<file path="src/rtl/sxt_defs.svh">
/*
 * Sizes of the sample extraction stage
 * Polynomial length, bank count, modulus and field widths
 */

`ifndef SXT_DEFS_SVH
`define SXT_DEFS_SVH

// Polynomial and bank layout
`define SXT_N        16
`define SXT_R        4
`define SXT_WORD_NB  (`SXT_N / `SXT_R)

// Coefficient modulus, a prime just below 2^16
`define SXT_MOD_Q_W  16
`define SXT_MOD_Q    65521

// Body covers 0 .. 2N-1
`define SXT_BODY_W   5
// Index into the N coefficients
`define SXT_IDX_W    4
// Address inside one bank, N/R entries
`define SXT_ADD_W    2

`endif

</file>
<file path="src/rtl/sxt_pkg.sv">
/*
 * Shared types of the sample extraction stage
 * Coefficient, body, index and address vectors, FSM states
 */

`include "sxt_defs.svh"

package sxt_pkg;

  // --------------------
  // Data and command fields
  typedef logic [`SXT_MOD_Q_W-1:0] coef_t;
  typedef logic [`SXT_BODY_W-1:0]  body_t;
  typedef logic [`SXT_IDX_W-1:0]   coef_idx_t;

  // --------------------
  // Bank addressing
  typedef logic [`SXT_ADD_W-1:0]   bank_add_t;
  typedef logic [1:0]              bank_sel_t;
  typedef logic [1:0]              word_cnt_t;

  // Command FSM
  typedef enum logic {IDLE, RUN} sxt_state_e;

endpackage

</file>
<file path="src/rtl/coef_bank.sv">
/*
 * One coefficient RAM bank
 * N/R entries, one write port, registered read
 */

`timescale 1ns/1ps
`include "sxt_defs.svh"

module coef_bank
  import sxt_pkg::*;
(
  input  logic      clk,
  input  logic      rd_en,
  input  bank_add_t rd_add,
  input  logic      wr_en,
  input  bank_add_t wr_add,
  input  coef_t     wr_data,
  output coef_t     rd_data
);

  // Storage array
  coef_t mem [`SXT_WORD_NB];

  // Write in the sampling cycle
  always_ff @(posedge clk) begin
    if (wr_en) begin
      mem[wr_add] <= wr_data;
    end
  end

  // Read data one cycle after the request
  always_ff @(posedge clk) begin
    if (rd_en) begin
      rd_data <= mem[rd_add];
    end
  end

endmodule

</file>
<file path="src/rtl/sxt_addr_gen.sv">
/*
 * Command FSM and address generation
 * Decodes loads into reversed bank positions, issues one read per bank
 * per word and drives the lane control for the rotate/negate stage
 */

`timescale 1ns/1ps
`include "sxt_defs.svh"

module sxt_addr_gen
  import sxt_pkg::*;
(
  input  logic                    clk,
  input  logic                    rst_n,
  input  logic                    cmd_start,
  input  body_t                   cmd_body,
  input  logic                    load_en,
  input  coef_idx_t               load_idx,
  input  coef_t                   load_data,
  output logic                    busy,
  output logic      [`SXT_R-1:0]  bank_rd_en,
  output bank_add_t [`SXT_R-1:0]  bank_rd_add,
  output logic      [`SXT_R-1:0]  bank_wr_en,
  output bank_add_t               bank_wr_add,
  output coef_t                   bank_wr_data,
  output logic                    ctl_vld,
  output logic                    ctl_last,
  output bank_sel_t [`SXT_R-1:0]  ctl_bank_sel,
  output logic      [`SXT_R-1:0]  ctl_neg
);

  sxt_state_e state;
  body_t      body_q;
  word_cnt_t  word_cnt;
  logic       last_word;

  // Per-lane view of the current word
  body_t     [`SXT_R-1:0] lane_k;
  coef_idx_t [`SXT_R-1:0] lane_src;
  coef_idx_t [`SXT_R-1:0] lane_rev;
  logic      [`SXT_R-1:0] lane_neg;
  bank_sel_t [`SXT_R-1:0] lane_bank;
  bank_add_t [`SXT_R-1:0] lane_add;

  // Per-bank read request, before the output register
  logic      [`SXT_R-1:0] rd_en_nxt;
  bank_add_t [`SXT_R-1:0] rd_add_nxt;

  coef_idx_t load_rev;

  assign busy      = (state == RUN);
  assign last_word = (word_cnt == word_cnt_t'(`SXT_WORD_NB - 1));

  // --------------------
  // Command FSM
  always_ff @(posedge clk or negedge rst_n) begin
    if (!rst_n) begin
      state    <= IDLE;
      word_cnt <= '0;
    end else begin
      case (state)
        IDLE: begin
          if (cmd_start) begin
            state    <= RUN;
            word_cnt <= '0;
          end
        end
        RUN: begin
          // One word per cycle, back to idle after the last
          word_cnt <= word_cnt + 1'b1;
          if (last_word) begin
            state <= IDLE;
          end
        end
        default: state <= IDLE;
      endcase
    end
  end

  // Body held for the whole command
  always_ff @(posedge clk) begin
    if (cmd_start && (state == IDLE)) begin
      body_q <= cmd_body;
    end
  end

  // --------------------
  // Lane mapping
  always_comb begin
    rd_en_nxt  = '0;
    rd_add_nxt = '0;
    for (int l = 0; l < `SXT_R; l++) begin
      // k = (i - b) mod 2N, wraps naturally in BODY_W bits
      lane_k[l]    = body_t'(int'(word_cnt) * `SXT_R + l - int'(body_q));
      lane_neg[l]  = (lane_k[l] >= body_t'(`SXT_N));
      // Low bits give k or k-N since N is a power of two
      lane_src[l]  = coef_idx_t'(lane_k[l]);
      // Stored in reverse order
      lane_rev[l]  = coef_idx_t'(`SXT_N - 1) - lane_src[l];
      lane_bank[l] = bank_sel_t'(lane_rev[l] % `SXT_R);
      lane_add[l]  = bank_add_t'(lane_rev[l] / `SXT_R);
    end
    // Route each lane address to the bank holding it
    for (int l = 0; l < `SXT_R; l++) begin
      rd_en_nxt[lane_bank[l]]  = busy;
      rd_add_nxt[lane_bank[l]] = lane_add[l];
    end
  end

  // --------------------
  // Registered read and lane control
  always_ff @(posedge clk or negedge rst_n) begin
    if (!rst_n) begin
      bank_rd_en <= '0;
      ctl_vld    <= 1'b0;
      ctl_last   <= 1'b0;
    end else begin
      bank_rd_en <= rd_en_nxt;
      ctl_vld    <= busy;
      ctl_last   <= busy && last_word;
    end
  end

  always_ff @(posedge clk) begin
    bank_rd_add  <= rd_add_nxt;
    ctl_bank_sel <= lane_bank;
    ctl_neg      <= lane_neg;
  end

  // --------------------
  // Load path, same reversed mapping, written at once
  assign load_rev = coef_idx_t'(`SXT_N - 1) - load_idx;

  always_comb begin
    bank_wr_en = '0;
    bank_wr_en[bank_sel_t'(load_rev % `SXT_R)] = load_en;
  end

  assign bank_wr_add  = bank_add_t'(load_rev / `SXT_R);
  assign bank_wr_data = load_data;

  // Host must wait for busy low
  a_no_cmd_when_busy: assert property (@(posedge clk) disable iff (!rst_n)
    busy |-> !cmd_start);
  a_no_load_when_busy: assert property (@(posedge clk) disable iff (!rst_n)
    busy |-> !load_en);

endmodule

</file>
<file path="src/rtl/sxt_rot_neg.sv">
/*
 * Rotate and negate stage
 * Aligns lane control with bank data, picks a bank per lane,
 * applies the modular negation and registers the word
 */

`timescale 1ns/1ps
`include "sxt_defs.svh"

module sxt_rot_neg
  import sxt_pkg::*;
(
  input  logic                    clk,
  input  logic                    rst_n,
  input  logic                    ctl_vld,
  input  logic                    ctl_last,
  input  bank_sel_t [`SXT_R-1:0]  ctl_bank_sel,
  input  logic      [`SXT_R-1:0]  ctl_neg,
  input  coef_t     [`SXT_R-1:0]  bank_rd_data,
  output logic                    out_vld,
  output logic                    out_last,
  output coef_t     [`SXT_R-1:0]  out_data
);

  // Control delayed to meet the bank data
  logic                   vld_d;
  logic                   last_d;
  bank_sel_t [`SXT_R-1:0] sel_d;
  logic      [`SXT_R-1:0] neg_d;

  coef_t [`SXT_R-1:0] lane_raw;
  coef_t [`SXT_R-1:0] lane_res;

  // --------------------
  // Control alignment
  always_ff @(posedge clk or negedge rst_n) begin
    if (!rst_n) begin
      vld_d  <= 1'b0;
      last_d <= 1'b0;
    end else begin
      vld_d  <= ctl_vld;
      last_d <= ctl_last;
    end
  end

  always_ff @(posedge clk) begin
    sel_d <= ctl_bank_sel;
    neg_d <= ctl_neg;
  end

  // --------------------
  // Lane routing and negation
  always_comb begin
    for (int l = 0; l < `SXT_R; l++) begin
      lane_raw[l] = bank_rd_data[sel_d[l]];
      // Zero stays zero, otherwise Q - x
      if (neg_d[l] && (lane_raw[l] != '0)) begin
        lane_res[l] = coef_t'(`SXT_MOD_Q) - lane_raw[l];
      end else begin
        lane_res[l] = lane_raw[l];
      end
    end
  end

  // --------------------
  // Output word
  always_ff @(posedge clk or negedge rst_n) begin
    if (!rst_n) begin
      out_vld  <= 1'b0;
      out_last <= 1'b0;
    end else begin
      out_vld  <= vld_d;
      out_last <= vld_d && last_d;
    end
  end

  always_ff @(posedge clk) begin
    if (vld_d) begin
      out_data <= lane_res;
    end
  end

  // Loaded data below Q keeps every lane in range
  for (genvar l = 0; l < `SXT_R; l++) begin : g_lane_chk
    a_lane_below_q: assert property (@(posedge clk) disable iff (!rst_n)
      out_vld |-> (out_data[l] < coef_t'(`SXT_MOD_Q)));
  end

endmodule

</file>
<file path="src/rtl/sample_extract_top.sv">
/*
 * Sample extraction top
 * Address generator, coefficient banks and rotate/negate stage
 */

`timescale 1ns/1ps
`include "sxt_defs.svh"

module sample_extract_top
  import sxt_pkg::*;
(
  input  logic                    clk,
  input  logic                    rst_n,
  input  logic                    cmd_start,
  input  body_t                   cmd_body,
  input  logic                    load_en,
  input  coef_idx_t               load_idx,
  input  coef_t                   load_data,
  output logic                    busy,
  output logic                    out_vld,
  output logic                    out_last,
  output coef_t     [`SXT_R-1:0]  out_data
);

  // --------------------
  // Bank side
  logic      [`SXT_R-1:0] bank_rd_en;
  bank_add_t [`SXT_R-1:0] bank_rd_add;
  logic      [`SXT_R-1:0] bank_wr_en;
  bank_add_t              bank_wr_add;
  coef_t                  bank_wr_data;
  coef_t     [`SXT_R-1:0] bank_rd_data;

  // Lane control
  logic                   ctl_vld;
  logic                   ctl_last;
  bank_sel_t [`SXT_R-1:0] ctl_bank_sel;
  logic      [`SXT_R-1:0] ctl_neg;

  sxt_addr_gen u_addr_gen (
    .clk          (clk),
    .rst_n        (rst_n),
    .cmd_start    (cmd_start),
    .cmd_body     (cmd_body),
    .load_en      (load_en),
    .load_idx     (load_idx),
    .load_data    (load_data),
    .busy         (busy),
    .bank_rd_en   (bank_rd_en),
    .bank_rd_add  (bank_rd_add),
    .bank_wr_en   (bank_wr_en),
    .bank_wr_add  (bank_wr_add),
    .bank_wr_data (bank_wr_data),
    .ctl_vld      (ctl_vld),
    .ctl_last     (ctl_last),
    .ctl_bank_sel (ctl_bank_sel),
    .ctl_neg      (ctl_neg)
  );

  // One bank per lane position, write data shared
  for (genvar b = 0; b < `SXT_R; b++) begin : g_bank
    coef_bank u_coef_bank (
      .clk     (clk),
      .rd_en   (bank_rd_en[b]),
      .rd_add  (bank_rd_add[b]),
      .wr_en   (bank_wr_en[b]),
      .wr_add  (bank_wr_add),
      .wr_data (bank_wr_data),
      .rd_data (bank_rd_data[b])
    );
  end

  sxt_rot_neg u_rot_neg (
    .clk          (clk),
    .rst_n        (rst_n),
    .ctl_vld      (ctl_vld),
    .ctl_last     (ctl_last),
    .ctl_bank_sel (ctl_bank_sel),
    .ctl_neg      (ctl_neg),
    .bank_rd_data (bank_rd_data),
    .out_vld      (out_vld),
    .out_last     (out_last),
    .out_data     (out_data)
  );

endmodule

</file>
<file path="config.mk">
export PLATFORM = sky130hd
export DESIGN_NAME = sample_extract_top
export DESIGN_NICKNAME = d
export VERILOG_FILES = /design/src/rtl/sxt_pkg.sv /design/src/rtl/coef_bank.sv /design/src/rtl/sxt_addr_gen.sv /design/src/rtl/sxt_rot_neg.sv /design/src/rtl/sample_extract_top.sv
export VERILOG_INCLUDE_DIRS = /design/src /design/src/rtl
export SDC_FILE = /design/constraint.sdc
export NUM_CORES = 1
export LEC_CHECK = 0
export BUFFER_PORTS_ARGS = -buffer_cell sky130_fd_sc_hd__buf_2
export CAP_MARGIN = 25
export CORE_ASPECT_RATIO = 0.5
export CORE_MARGIN = 3
export CORE_UTILIZATION = 35
export CTS_CLUSTER_DIAMETER = 30
export CTS_CLUSTER_SIZE = 8
export DETAILED_ROUTE_END_ITERATION = 12
export GPL_TIMING_DRIVEN = 0
export MAX_ROUTING_LAYER = met4
export RECOVER_POWER = 50
export SYNTH_ARGS = -nofsm -noshare
export SYNTH_HDL_FRONTEND = slang
export SYNTH_HIERARCHICAL = 1
export SYNTH_SLANG_ARGS = --single-unit
</file>
<file path="constraint.sdc">
create_clock -name clk -period 2.52 [get_ports clk]
set_input_delay 0.252 -clock clk [delete_from_list [all_inputs] [get_ports clk]]
set_output_delay 0.252 -clock clk [all_outputs]
set_load 0.01 [all_outputs]
</file>
==> results.ini, run 1 <==
[worst_setup_path]
path_max_fanout = 6
crit_buf_inv = 4
worstPathRequired_ps = 2860
worstPathCellList = buf_12 -> buf_16 -> mux4_2 -> nor4_2 -> nand4_1 -> nor4_4 -> buf_4 -> buf_6 -> nor2_1 -> a31o_1
ff2ff_path_depth = 10
cp_slowest_cell = mux4_2
cp_slowest_stage_delay_ps = 550
r2r_slack_ps = -190
start_kind = flip-flop
cp.arrival_ps = 3050
worst_setup_path_end_kind = flip-flop
cp_top_family = simple AND/OR/NAND/NOR gates
r2r-start = u_rot_neg/sel_d[2]$_DFF_P_
rr_endpoint = u_rot_neg/out_data[24]$_DFFE_PP_
path_class = flip-flop to flip-flop

[pwr]
combPwrFrac = 0.317
seq_power_share = 0.375
irDropWorstVdd_v = 0.000550
internal-power_w = 0.0205
p_sw_w = 0.00961
pwr_density_cell_nw_per_um2 = 1280
clkPwrFrac = 0.309
p_leak_nw = 8.39
power_switching_share = 0.319

[synthesis]
synth-simple-area-share = 0.0531
synth_edf_count = 389
ys_seq_area_frac = 0.679
synth_cell_types = 64
ys_ff_latch = 432
syn_nets = 1033
synth_xor_area_frac = 0.0170
muxShareOfSynthArea = 0.171
avgSynthCellArea_um2 = 18.8
synth-adder-area-share = 0.0125
syn-cell-area_um2 = 18600
synth_ff_type = edfxtp_1
yosys_warnings = 6
synth_compound_area_frac = 0.0346
ys_async_sr_fraction = 0.0301
synth_top_family_by_area = multiplexers
syn_inst = 986

[floorplanning]
core_area_um2 = 51300
die_area_um2 = 56000
die_x_um = 332
die_h_um = 169
ios = 96
start_util = 0.362
core.rowCount = 58

[global_routing]
grt_pass1_wl_um = 66700
gr-total-overflow = 0
grt_use_total = 0.164
antenna_found_initial = 3
grt_max_degree = 37
grt_pass1_vias = 10400

[clock_tree]
cts.htree.levels = 3
clockBufferDepth = 3
clk_pin_slew_ps = 50
cts-buffers-inserted = 75
cts_tree = done
clock_latency_ps = 590
root_buffer = clkbuf_16
cts_sinks = 432

[sta]
hold_viol_final = 0
min_period_over_period = 1.07
relSlewSlack = 0.000387
max_freq_ghz = 0.370
worstMarginPinSlew_ps = 1500
fin_setup_tns_ps = -3560
layout_min_cycle_time_ps = 2710
hold_ws_ps = 277
rsz0062_at_grt = yes
fin_worst_skew_ps = 19.1
setup_viol = 45
fin_ws_ps = -186
maxSlewViolCount = 0

[detailed_routing]
ant_nets = 0
drc = 0
drt_iter0_drc = 984
drt-total-wl_um = 45100
firstDrtPassIters = 5
via_count = 10500
vias_per_cell = 5.29
wl_per_cell_um = 22.8

[cells_and_area]
n_fill_cell = 4312
antenna_cells = 0
finalInstanceArea_um2 = 23500
nets = 1292
area_growth_pct = 26.5
final_util = 0.457
drive_gt1_frac = 0.374

[place]
io_buffers = 79
hpwl_um = 31400
pre_cts_slack_ps = -587
place.gp.congestion = 0.938
placed_cell_area_um2 = 19900

[status]
failed_checks = capacitance limit, setup timing
outcome = finished with violations

[worst_hold_path]
hp-class = input port to async pin

[job]
maxCapViolations = 1

layer usage:
metal | vias up | wire, µm | global-route usage
met4 | 0 | 944 | 0.0454
met2 | 415 | 20600 | 0.246
li1 | 4547 | - | -
met1 | 5427 | 20200 | 0.229
met5 | - | 0 | -
met3 | 85 | 3390 | 0.0352
cell usage after synthesis (3+ instances only):
cell	n	area share
a21o_1	18	0.0073
nand4_1	12	0.0040
buf_2	17	0.0046
inv_1	27	0.0055
a21boi_0	3	0.0012
buf_12	5	0.0054
o21a_1	3	0.0012
mux2_2	11	0.0067
nand3_1	8	0.0022
xor2_1	24	0.011
nand3b_1	4	0.0016
mux4_2	92	0.11
buf_4	22	0.0089
o211ai_1	5	0.0020
buf_6	9	0.0055
and2_1	3	0.0010
nand2b_1	12	0.0040
ha_1	17	0.011
dfxtp_1	30	0.032
a31oi_1	4	0.0013
nor4_1	9	0.0030
o21ai_0	20	0.0054
dfrtp_1	13	0.018
a21oi_1	19	0.0051
and3_1	7	0.0024
nor3b_1	9	0.0036
xnor2_1	12	0.0057
nor2b_1	4	0.0013
nor2_1	35	0.0071
mux4_1	36	0.051
nor3_1	21	0.0057
edfxtp_1	389	0.63
and3b_1	9	0.0042
clkbuf_1	5	0.0010
o22ai_1	3	0.0010
o31ai_1	3	0.0012
nand2_1	26	0.0053
per-stage QoR:
step	power (W)	instances
after floorplan	0.0163	986
after global placement	0.0194	1755
after detailed placement	0.0195	1760
after CTS	0.0297	1954
after global routing	0.0315	1979
final	0.0301	1979
area by class of cell:
| cell class | instances | area [µm²] | area share |
|---|---|---|---|
| Multi-Input combinational cell | 463 | 5670 | 0.242 |
| Timing Repair Buffer | 183 | 1370 | 0.0584 |
| Sequential cell | 432 | 12600 | 0.538 |
| Buffer | 61 | 494 | 0.0211 |
| Clock inverter | 26 | 305 | 0.0130 |
| Inverter | 29 | 109 | 0.00464 |
| Tap cell | 690 | 863 | 0.0368 |
| Clock buffer | 95 | 2040 | 0.0867 |
flip-flops by register name, summed over array words and instances (netlist names), 2 cells and up:
| signal | flops |
|---|---|
| u_rot_neg/sel_d | 8 |
| u_addr_gen/bank_rd_add | 8 |
| u_addr_gen/word_cnt | 2 |
| u_rot_neg/neg_d | 4 |
| u_addr_gen/bank_rd_en | 4 |
| u_addr_gen/ctl_neg | 4 |
| g_bank.u_coef_bank/rd_data | 64 |
| u_addr_gen/body_q | 5 |
| g_bank.u_coef_bank/mem | 256 |
| u_addr_gen/ctl_bank_sel | 6 |
| u_rot_neg/out_data | 64 |
worst register-to-register path, stage by stage, from the launching register on:
cell and delay, ps:
dfxtp_2 350, buf_12 140, buf_16 120, mux4_2 550, nor4_2 300, nand4_1 190
nor4_4 270, buf_4 190, buf_6 110, nor2_1 40, a31o_1 220
cell usage in the layout, fill, tap and decap left out, types with 5 or more instances in the layout:
cell / n
clkinv_1: 6
buf_4: 67
o21ai_0: 18
and3b_1: 9
mux4_1: 24
buf_12: 13
ha_1: 16
o211ai_1: 5
and3_1: 7
nor2_1: 28
dlygate4sd3_1: 22
nor3_1: 13
xor2_1: 24
nand3_1: 6
a21oi_1: 17
inv_1: 25
nand4_1: 12
dfxtp_1: 25
nor3_2: 7
mux2_2: 6
buf_6: 20
dfxtp_2: 5
a21o_1: 18
edfxtp_1: 389
dfrtp_1: 13
nand2b_1: 7
nor4_2: 6
clkbuf_1: 40
clkbuf_16: 78
xnor2_1: 7
mux2_4: 7
xnor2_2: 5
nand2_1: 25
buf_2: 90
mux4_2: 104
nor3b_1: 6
how the worst max path moves through the flow:
stage / endpoint / slack, ps / startpoint / depth (start not counted)
2_1_floorplan: u_rot_neg/out_data[2]$_DFFE_PP_ / -40 / u_rot_neg/sel_d[0]$_DFF_P_ / 7
6_report: u_rot_neg/out_data[24]$_DFFE_PP_ / -190 / u_rot_neg/sel_d[2]$_DFF_P_ / 10
3_3_place_gp: g_bank[1].u_coef_bank/mem[0][11]$_DFFE_PP_ / -830 / load_idx[1] / 4
4_1_cts: u_rot_neg/out_data[50]$_DFFE_PP_ / -250 / u_rot_neg/sel_d[6]$_DFF_P_ / 8
5_1_grt: u_rot_neg/out_data[61]$_DFFE_PP_ / -250 / u_rot_neg/sel_d[6]$_DFF_P_ / 8
3_5_place_dp: u_rot_neg/out_data[2]$_DFFE_PP_ / -590 / u_rot_neg/sel_d[0]$_DFF_P_ / 6
kinds of logic (layout without fill, tap and decap cells):
group	count (synthesis)	in the layout
and+or+nand+nor	172	172
buffers and inverters	91	394
DFF	432	432
AOI/OAI and AO/OA	95	95
adders and majority gates	18	18
xor gates and xnor gates	36	36
muxes	142	142
timing repair:
| item | in CTS | in global routing |
|---|---|---|
| setup endpoints to repair | 60 | 58 |
| endpoints found under the hold margin | 243 | 0 |
| hold buffers | 22 | 0 |
| buffers inserted | 49 | 23 |
| gates resized for setup | 58 | 62 |
| pin swaps | 15 | 24 |
| cloned | 3 | 2 |
power by group through the flow:
stage | clock network, W | logic [W] | registers [W]
CTS | 0.00947 | 0.00895 | 0.0113
finish | 0.00930 | 0.00954 | 0.0113
detailed placement | 0 | 0.00815 | 0.0113
global placement | 0 | 0.00800 | 0.0114
global route | 0.00983 | 0.0102 | 0.0114
floorplan | 0 | 0.00524 | 0.0111
Note: power is estimated with default switching activity, not from simulation.
==> inputs of run 2 (changes only) <==
--- a/config.mk
+++ b/config.mk
@@ -6,6 +6,7 @@
 export SDC_FILE = /design/constraint.sdc
 export NUM_CORES = 1
 export LEC_CHECK = 0
+export ABC_AREA = 1
 export BUFFER_PORTS_ARGS = -buffer_cell sky130_fd_sc_hd__buf_2
 export CAP_MARGIN = 25
 export CORE_ASPECT_RATIO = 0.5
==> run 2 against run 1 <==
Effect of this change:
- the run now ends clean
- setup slack improved by 360 ps
- sequential share of layout area decreased by 5.1 points
- critical path type unchanged
- fmax increased by 15%
- power increased by 8.8%
- highest routed layer unchanged
- first-iteration DRC count increased by 72%
- count of clock-buffer cells in the layout increased by 6
==> results.ini, run 2 <==
[cells_and_area]
largest_register_ffs = 256  ; unchanged
regMostFlops = g_bank.u_coef_bank/mem  ; unchanged
reg_top3 = g_bank.u_coef_bank/mem x256, g_bank.u_coef_bank/rd_data x64, u_rot_neg/out_data x64  ; unchanged
nets = 2699  ; was 1,292
layout_commonest_cell = nand2_1  ; was edfxtp_1
area_growth_pct = 19.5  ; was 26.5%
n_fill_cell = 5866  ; was 4,312
final_util = 0.430  ; was 0.457
drive_gt1_frac = 0.129  ; was 0.374
stdcell_count = 3520  ; was 1,979
mostFrequentLayoutCells = nand2_1, edfxtp_1, inv_1, nand3_1, buf_2  ; was edfxtp_1, mux4_2, buf_2, clkbuf_16, buf_4

[pwr]
irDropWorstVdd_v = 0.000529  ; was 0.000550 V
p_leak_nw = 12.0  ; was 8.39 nW
p_sw_w = 0.0127  ; was 0.00961 W
clkPwrFrac = 0.306  ; was 0.309
seq_power_share = 0.369  ; was 0.375
pwr_density_cell_nw_per_um2 = 1260  ; was 1280 nW/µm²
combPwrFrac = 0.324  ; was 0.317
power_switching_share = 0.388  ; was 0.319
internal-power_w = 0.0200  ; was 0.0205 W

[floorplanning]
die_area_um2 = 65200  ; was 56,000 µm²
die_h_um = 182  ; was 169 µm
ios = 96  ; unchanged
die_x_um = 358  ; was 332 µm
core_area_um2 = 60200  ; was 51,300 µm²
core.rowCount = 63  ; was 58
start_util = 0.360  ; was 0.362

[detailed_routing]
ant_nets = 0  ; unchanged
drt_iter0_drc = 1694  ; was 984
via_count = 16800  ; was 10,500
drt-total-wl_um = 63300  ; was 45,100 µm
drc = 0  ; unchanged
firstDrtPassIters = 5  ; unchanged
vias_per_cell = 4.77  ; was 5.29
wl_per_cell_um = 18.0  ; was 22.8 µm

[sta]
min_period_over_period = 0.931  ; was 1.07
worstMarginPinSlew_ps = 1390  ; was 1500 ps
fin_ws_ps = 173  ; was -186 ps
layout_min_cycle_time_ps = 2350  ; was 2710 ps
setup_viol = 0  ; was 45
maxSlewViolCount = 0  ; unchanged
rsz0062_at_grt = no  ; was yes
fin_setup_tns_ps = 0  ; was -3560 ps
relSlewSlack = 0.0635  ; was 0.000387
fin_worst_skew_ps = 31.5  ; was 19.1 ps
hold_viol_final = 0  ; unchanged
max_freq_ghz = 0.426  ; was 0.370 GHz
hold_ws_ps = 259  ; was 277 ps

[place]
pre_cts_slack_ps = 145  ; was -587 ps
dp.cells = 3374  ; was 1,760
hpwl_um = 45400  ; was 31,400 µm
place.gp.congestion = 0.951  ; was 0.938
io_buffers = 79  ; unchanged

[clock_tree]
root_buffer = clkbuf_16  ; unchanged
cts.htree.levels = 3  ; unchanged
clock_latency_ps = 610  ; was 590 ps
cts_tree = done  ; unchanged
clk_pin_slew_ps = 50  ; about the same
cts-buffers-inserted = 77  ; was 75
clockBufferDepth = 3  ; unchanged
cts_sinks = 432  ; unchanged
post_cts.repair.setup_buffers = 0  ; was 49

[worst_setup_path]
worstPathCellList = buf_4 -> inv_2 -> buf_4 -> nand2_1 -> nand3_1 -> nand2_1 -> ha_1 -> nand2_1 -> nand2_1 -> nor2_1 -> nand3_1 -> nand2_1 -> nand2_1 -> nand2_1 -> nand2_1  ; was buf_12 -> buf_16 -> mux4_2 -> nor4_2 -> nand4_1 -> nor4_4 -> buf_4 -> buf_6 -> nor2_1 -> a31o_1
path_max_fanout = 10  ; was 6
crit_buf_inv = 3  ; was 4
r2r-start = u_rot_neg/sel_d[0]$_DFF_P_  ; was u_rot_neg/sel_d[2]$_DFF_P_
start_kind = flip-flop  ; unchanged
worstPathRequired_ps = 2860  ; about the same
cp_top_family = simple AND/OR/NAND/NOR gates  ; unchanged
worst_setup_path_end_kind = flip-flop  ; unchanged
rr_endpoint = u_rot_neg/out_data[15]$_DFFE_PP_  ; was u_rot_neg/out_data[24]$_DFFE_PP_
cp_slowest_cell = dfxtp_1  ; was mux4_2
critPathMostFrequentCell = nand2_1
startpoint = u_rot_neg/sel_d[0]$_DFF_P_  ; was u_rot_neg/sel_d[2]$_DFF_P_
cp.arrival_ps = 2680  ; was 3050 ps
path_class = flip-flop to flip-flop  ; unchanged
ff2ff_path_depth = 15  ; was 10
cp_slowest_stage_delay_ps = 300  ; was 550 ps
r2r_slack_ps = 170  ; was -190 ps

[synthesis]
ys_ff_latch = 432  ; unchanged
yosys-top-cells-count = nand2_1, edfxtp_1, inv_1, nand3_1, nor2_1  ; was edfxtp_1, mux4_2, mux4_1, nor2_1, dfxtp_1
synth_edf_count = 389  ; unchanged
synth_cell_types = 33  ; was 64
synth_area_leaders = edfxtp_1, nand2_1, nand3_1, inv_1, dfxtp_1  ; was edfxtp_1, mux4_2, mux4_1, dfxtp_1, dfrtp_1
syn_nets = 2512  ; was 1,033
synth_ff_type = edfxtp_1  ; unchanged
yosys_warnings = 6  ; unchanged
synth.most_common_cell = nand2_1  ; was edfxtp_1
syn_inst = 2465  ; was 986
ys_async_sr_fraction = 0.0301  ; unchanged
yosys.area.top_type = edfxtp_1  ; unchanged
avgSynthCellArea_um2 = 8.80  ; was 18.8 µm²
ys_seq_area_frac = 0.581  ; was 0.679
yosys.area.top_type_share = 0.539  ; was 0.630
syn-cell-area_um2 = 21700  ; was 18,600 µm²

[global_routing]
gr-total-overflow = 0  ; unchanged
grt_pass1_vias = 15800  ; was 10,400
grt_pass1_wl_um = 95300  ; was 66,700 µm
grt_max_degree = 44  ; was 37
antenna_found_initial = 6  ; was 3
grt_use_total = 0.200  ; was 0.164

[job]
maxCapViolations = 0  ; was 1

[status]
outcome = finished, final reports clean  ; was finished with violations

[worst_hold_path]
hp-class = input port to async pin  ; unchanged

-- run 2: changes by cell type in the layout (fill, tap and decap cells not counted), sizes merged, moves of 11 or more --
cell,change
dlygate4sd3,-11
xor2,+12
nand2b,-12
nand2,+992
nor2,+53
a21o,-18
nor4,-11
mux4,-128
inv,+336
nand3,+311
mux2,-13
-- run 2: layout make-up --
class | count | area [µm²] | area share
well taps | 812 | 1020 | 0.0392
multi-input cells | 1553 | 6860 | 0.265
plain buffers | 112 | 787 | 0.0304
clock buffers | 101 | 2110 | 0.0815
inverters | 368 | 1390 | 0.0538
repair buffers | 108 | 726 | 0.0280
diodes | 2 | 5.00 | 0.000193
flip-flops and latches | 432 | 12600 | 0.487
clock inverters | 32 | 405 | 0.0156
-- run 2: worst max-delay path by stage --
stage                                                            to  slack, ps  depth (start not counted)
after floorplan           g_bank[0].u_coef_bank/mem[3][0]$_DFFE_PP_        390                          3
after global placement    g_bank[3].u_coef_bank/mem[3][0]$_DFFE_PP_       -980                          4
after detailed placement           u_rot_neg/out_data[57]$_DFFE_PP_        150                         10
after CTS                          u_rot_neg/out_data[57]$_DFFE_PP_        130                         11
after global routing               u_rot_neg/out_data[27]$_DFFE_PP_         20                         15
final                              u_rot_neg/out_data[15]$_DFFE_PP_        170                         15
-- run 2: worst register-to-register path, cell delays in order (launching register included) --
cell and delay [ps]:
dfxtp_1 300, buf_4 160, inv_2 100, buf_4 190
nand2_1 70, nand3_1 90, nand2_1 180, ha_1 290
nand2_1 80, nand2_1 90, nor2_1 220, nand3_1 110
nand2_1 70, nand2_1 50, nand2_1 60, nand2_1 50
-- run 2: logic make-up after synthesis --
| group | count (synthesis) | synth area share |
|---|---|---|
| and+or+nand+nor | 1461 | 0.277 |
| buffers and inverters | 480 | 0.105 |
| xor gates and xnor gates | 38 | 0.0153 |
| adders and majority gates | 18 | 0.0107 |
| AOI/OAI and AO/OA | 36 | 0.0107 |
| DFF | 432 | 0.581 |
-- run 2: timing repair --
item | 4_1_cts | 5_1_grt
gates resized for setup | 0 | 1
hold endpoints to repair | 73 | 0
hold buffers | 11 | 0
endpoints found under the setup margin | 0 | 2
-- run 2: layer usage --
layer | vias to the layer above | wire [µm] | track usage
li1 | 8205 | - | -
met3 | 100 | 4560 | 0.0388
met5 | - | 0 | -
met4 | 0 | 1360 | 0.0538
met2 | 521 | 27900 | 0.297
met1 | 7978 | 29400 | 0.279
-- run 2: per-stage QoR --
stage / instance area [µm²] / total power, W
finish: 25900 / 0.0328
global route: 25900 / 0.0346
CTS: 26000 / 0.0329
detailed placement: 23400 / 0.0227
global placement: 23100 / 0.0226
floorplan: 21700 / 0.0182
-- run 2: power groups by stage --
stage	logic [W]	registers, W	clock network, W
6_report	0.0106	0.0121	0.0100
5_1_grt	0.0119	0.0121	0.0106
4_1_cts	0.0107	0.0120	0.0102
3_5_place_dp	0.0106	0.0121	0
3_3_place_gp	0.0104	0.0123	0
2_1_floorplan	0.00688	0.0113	0
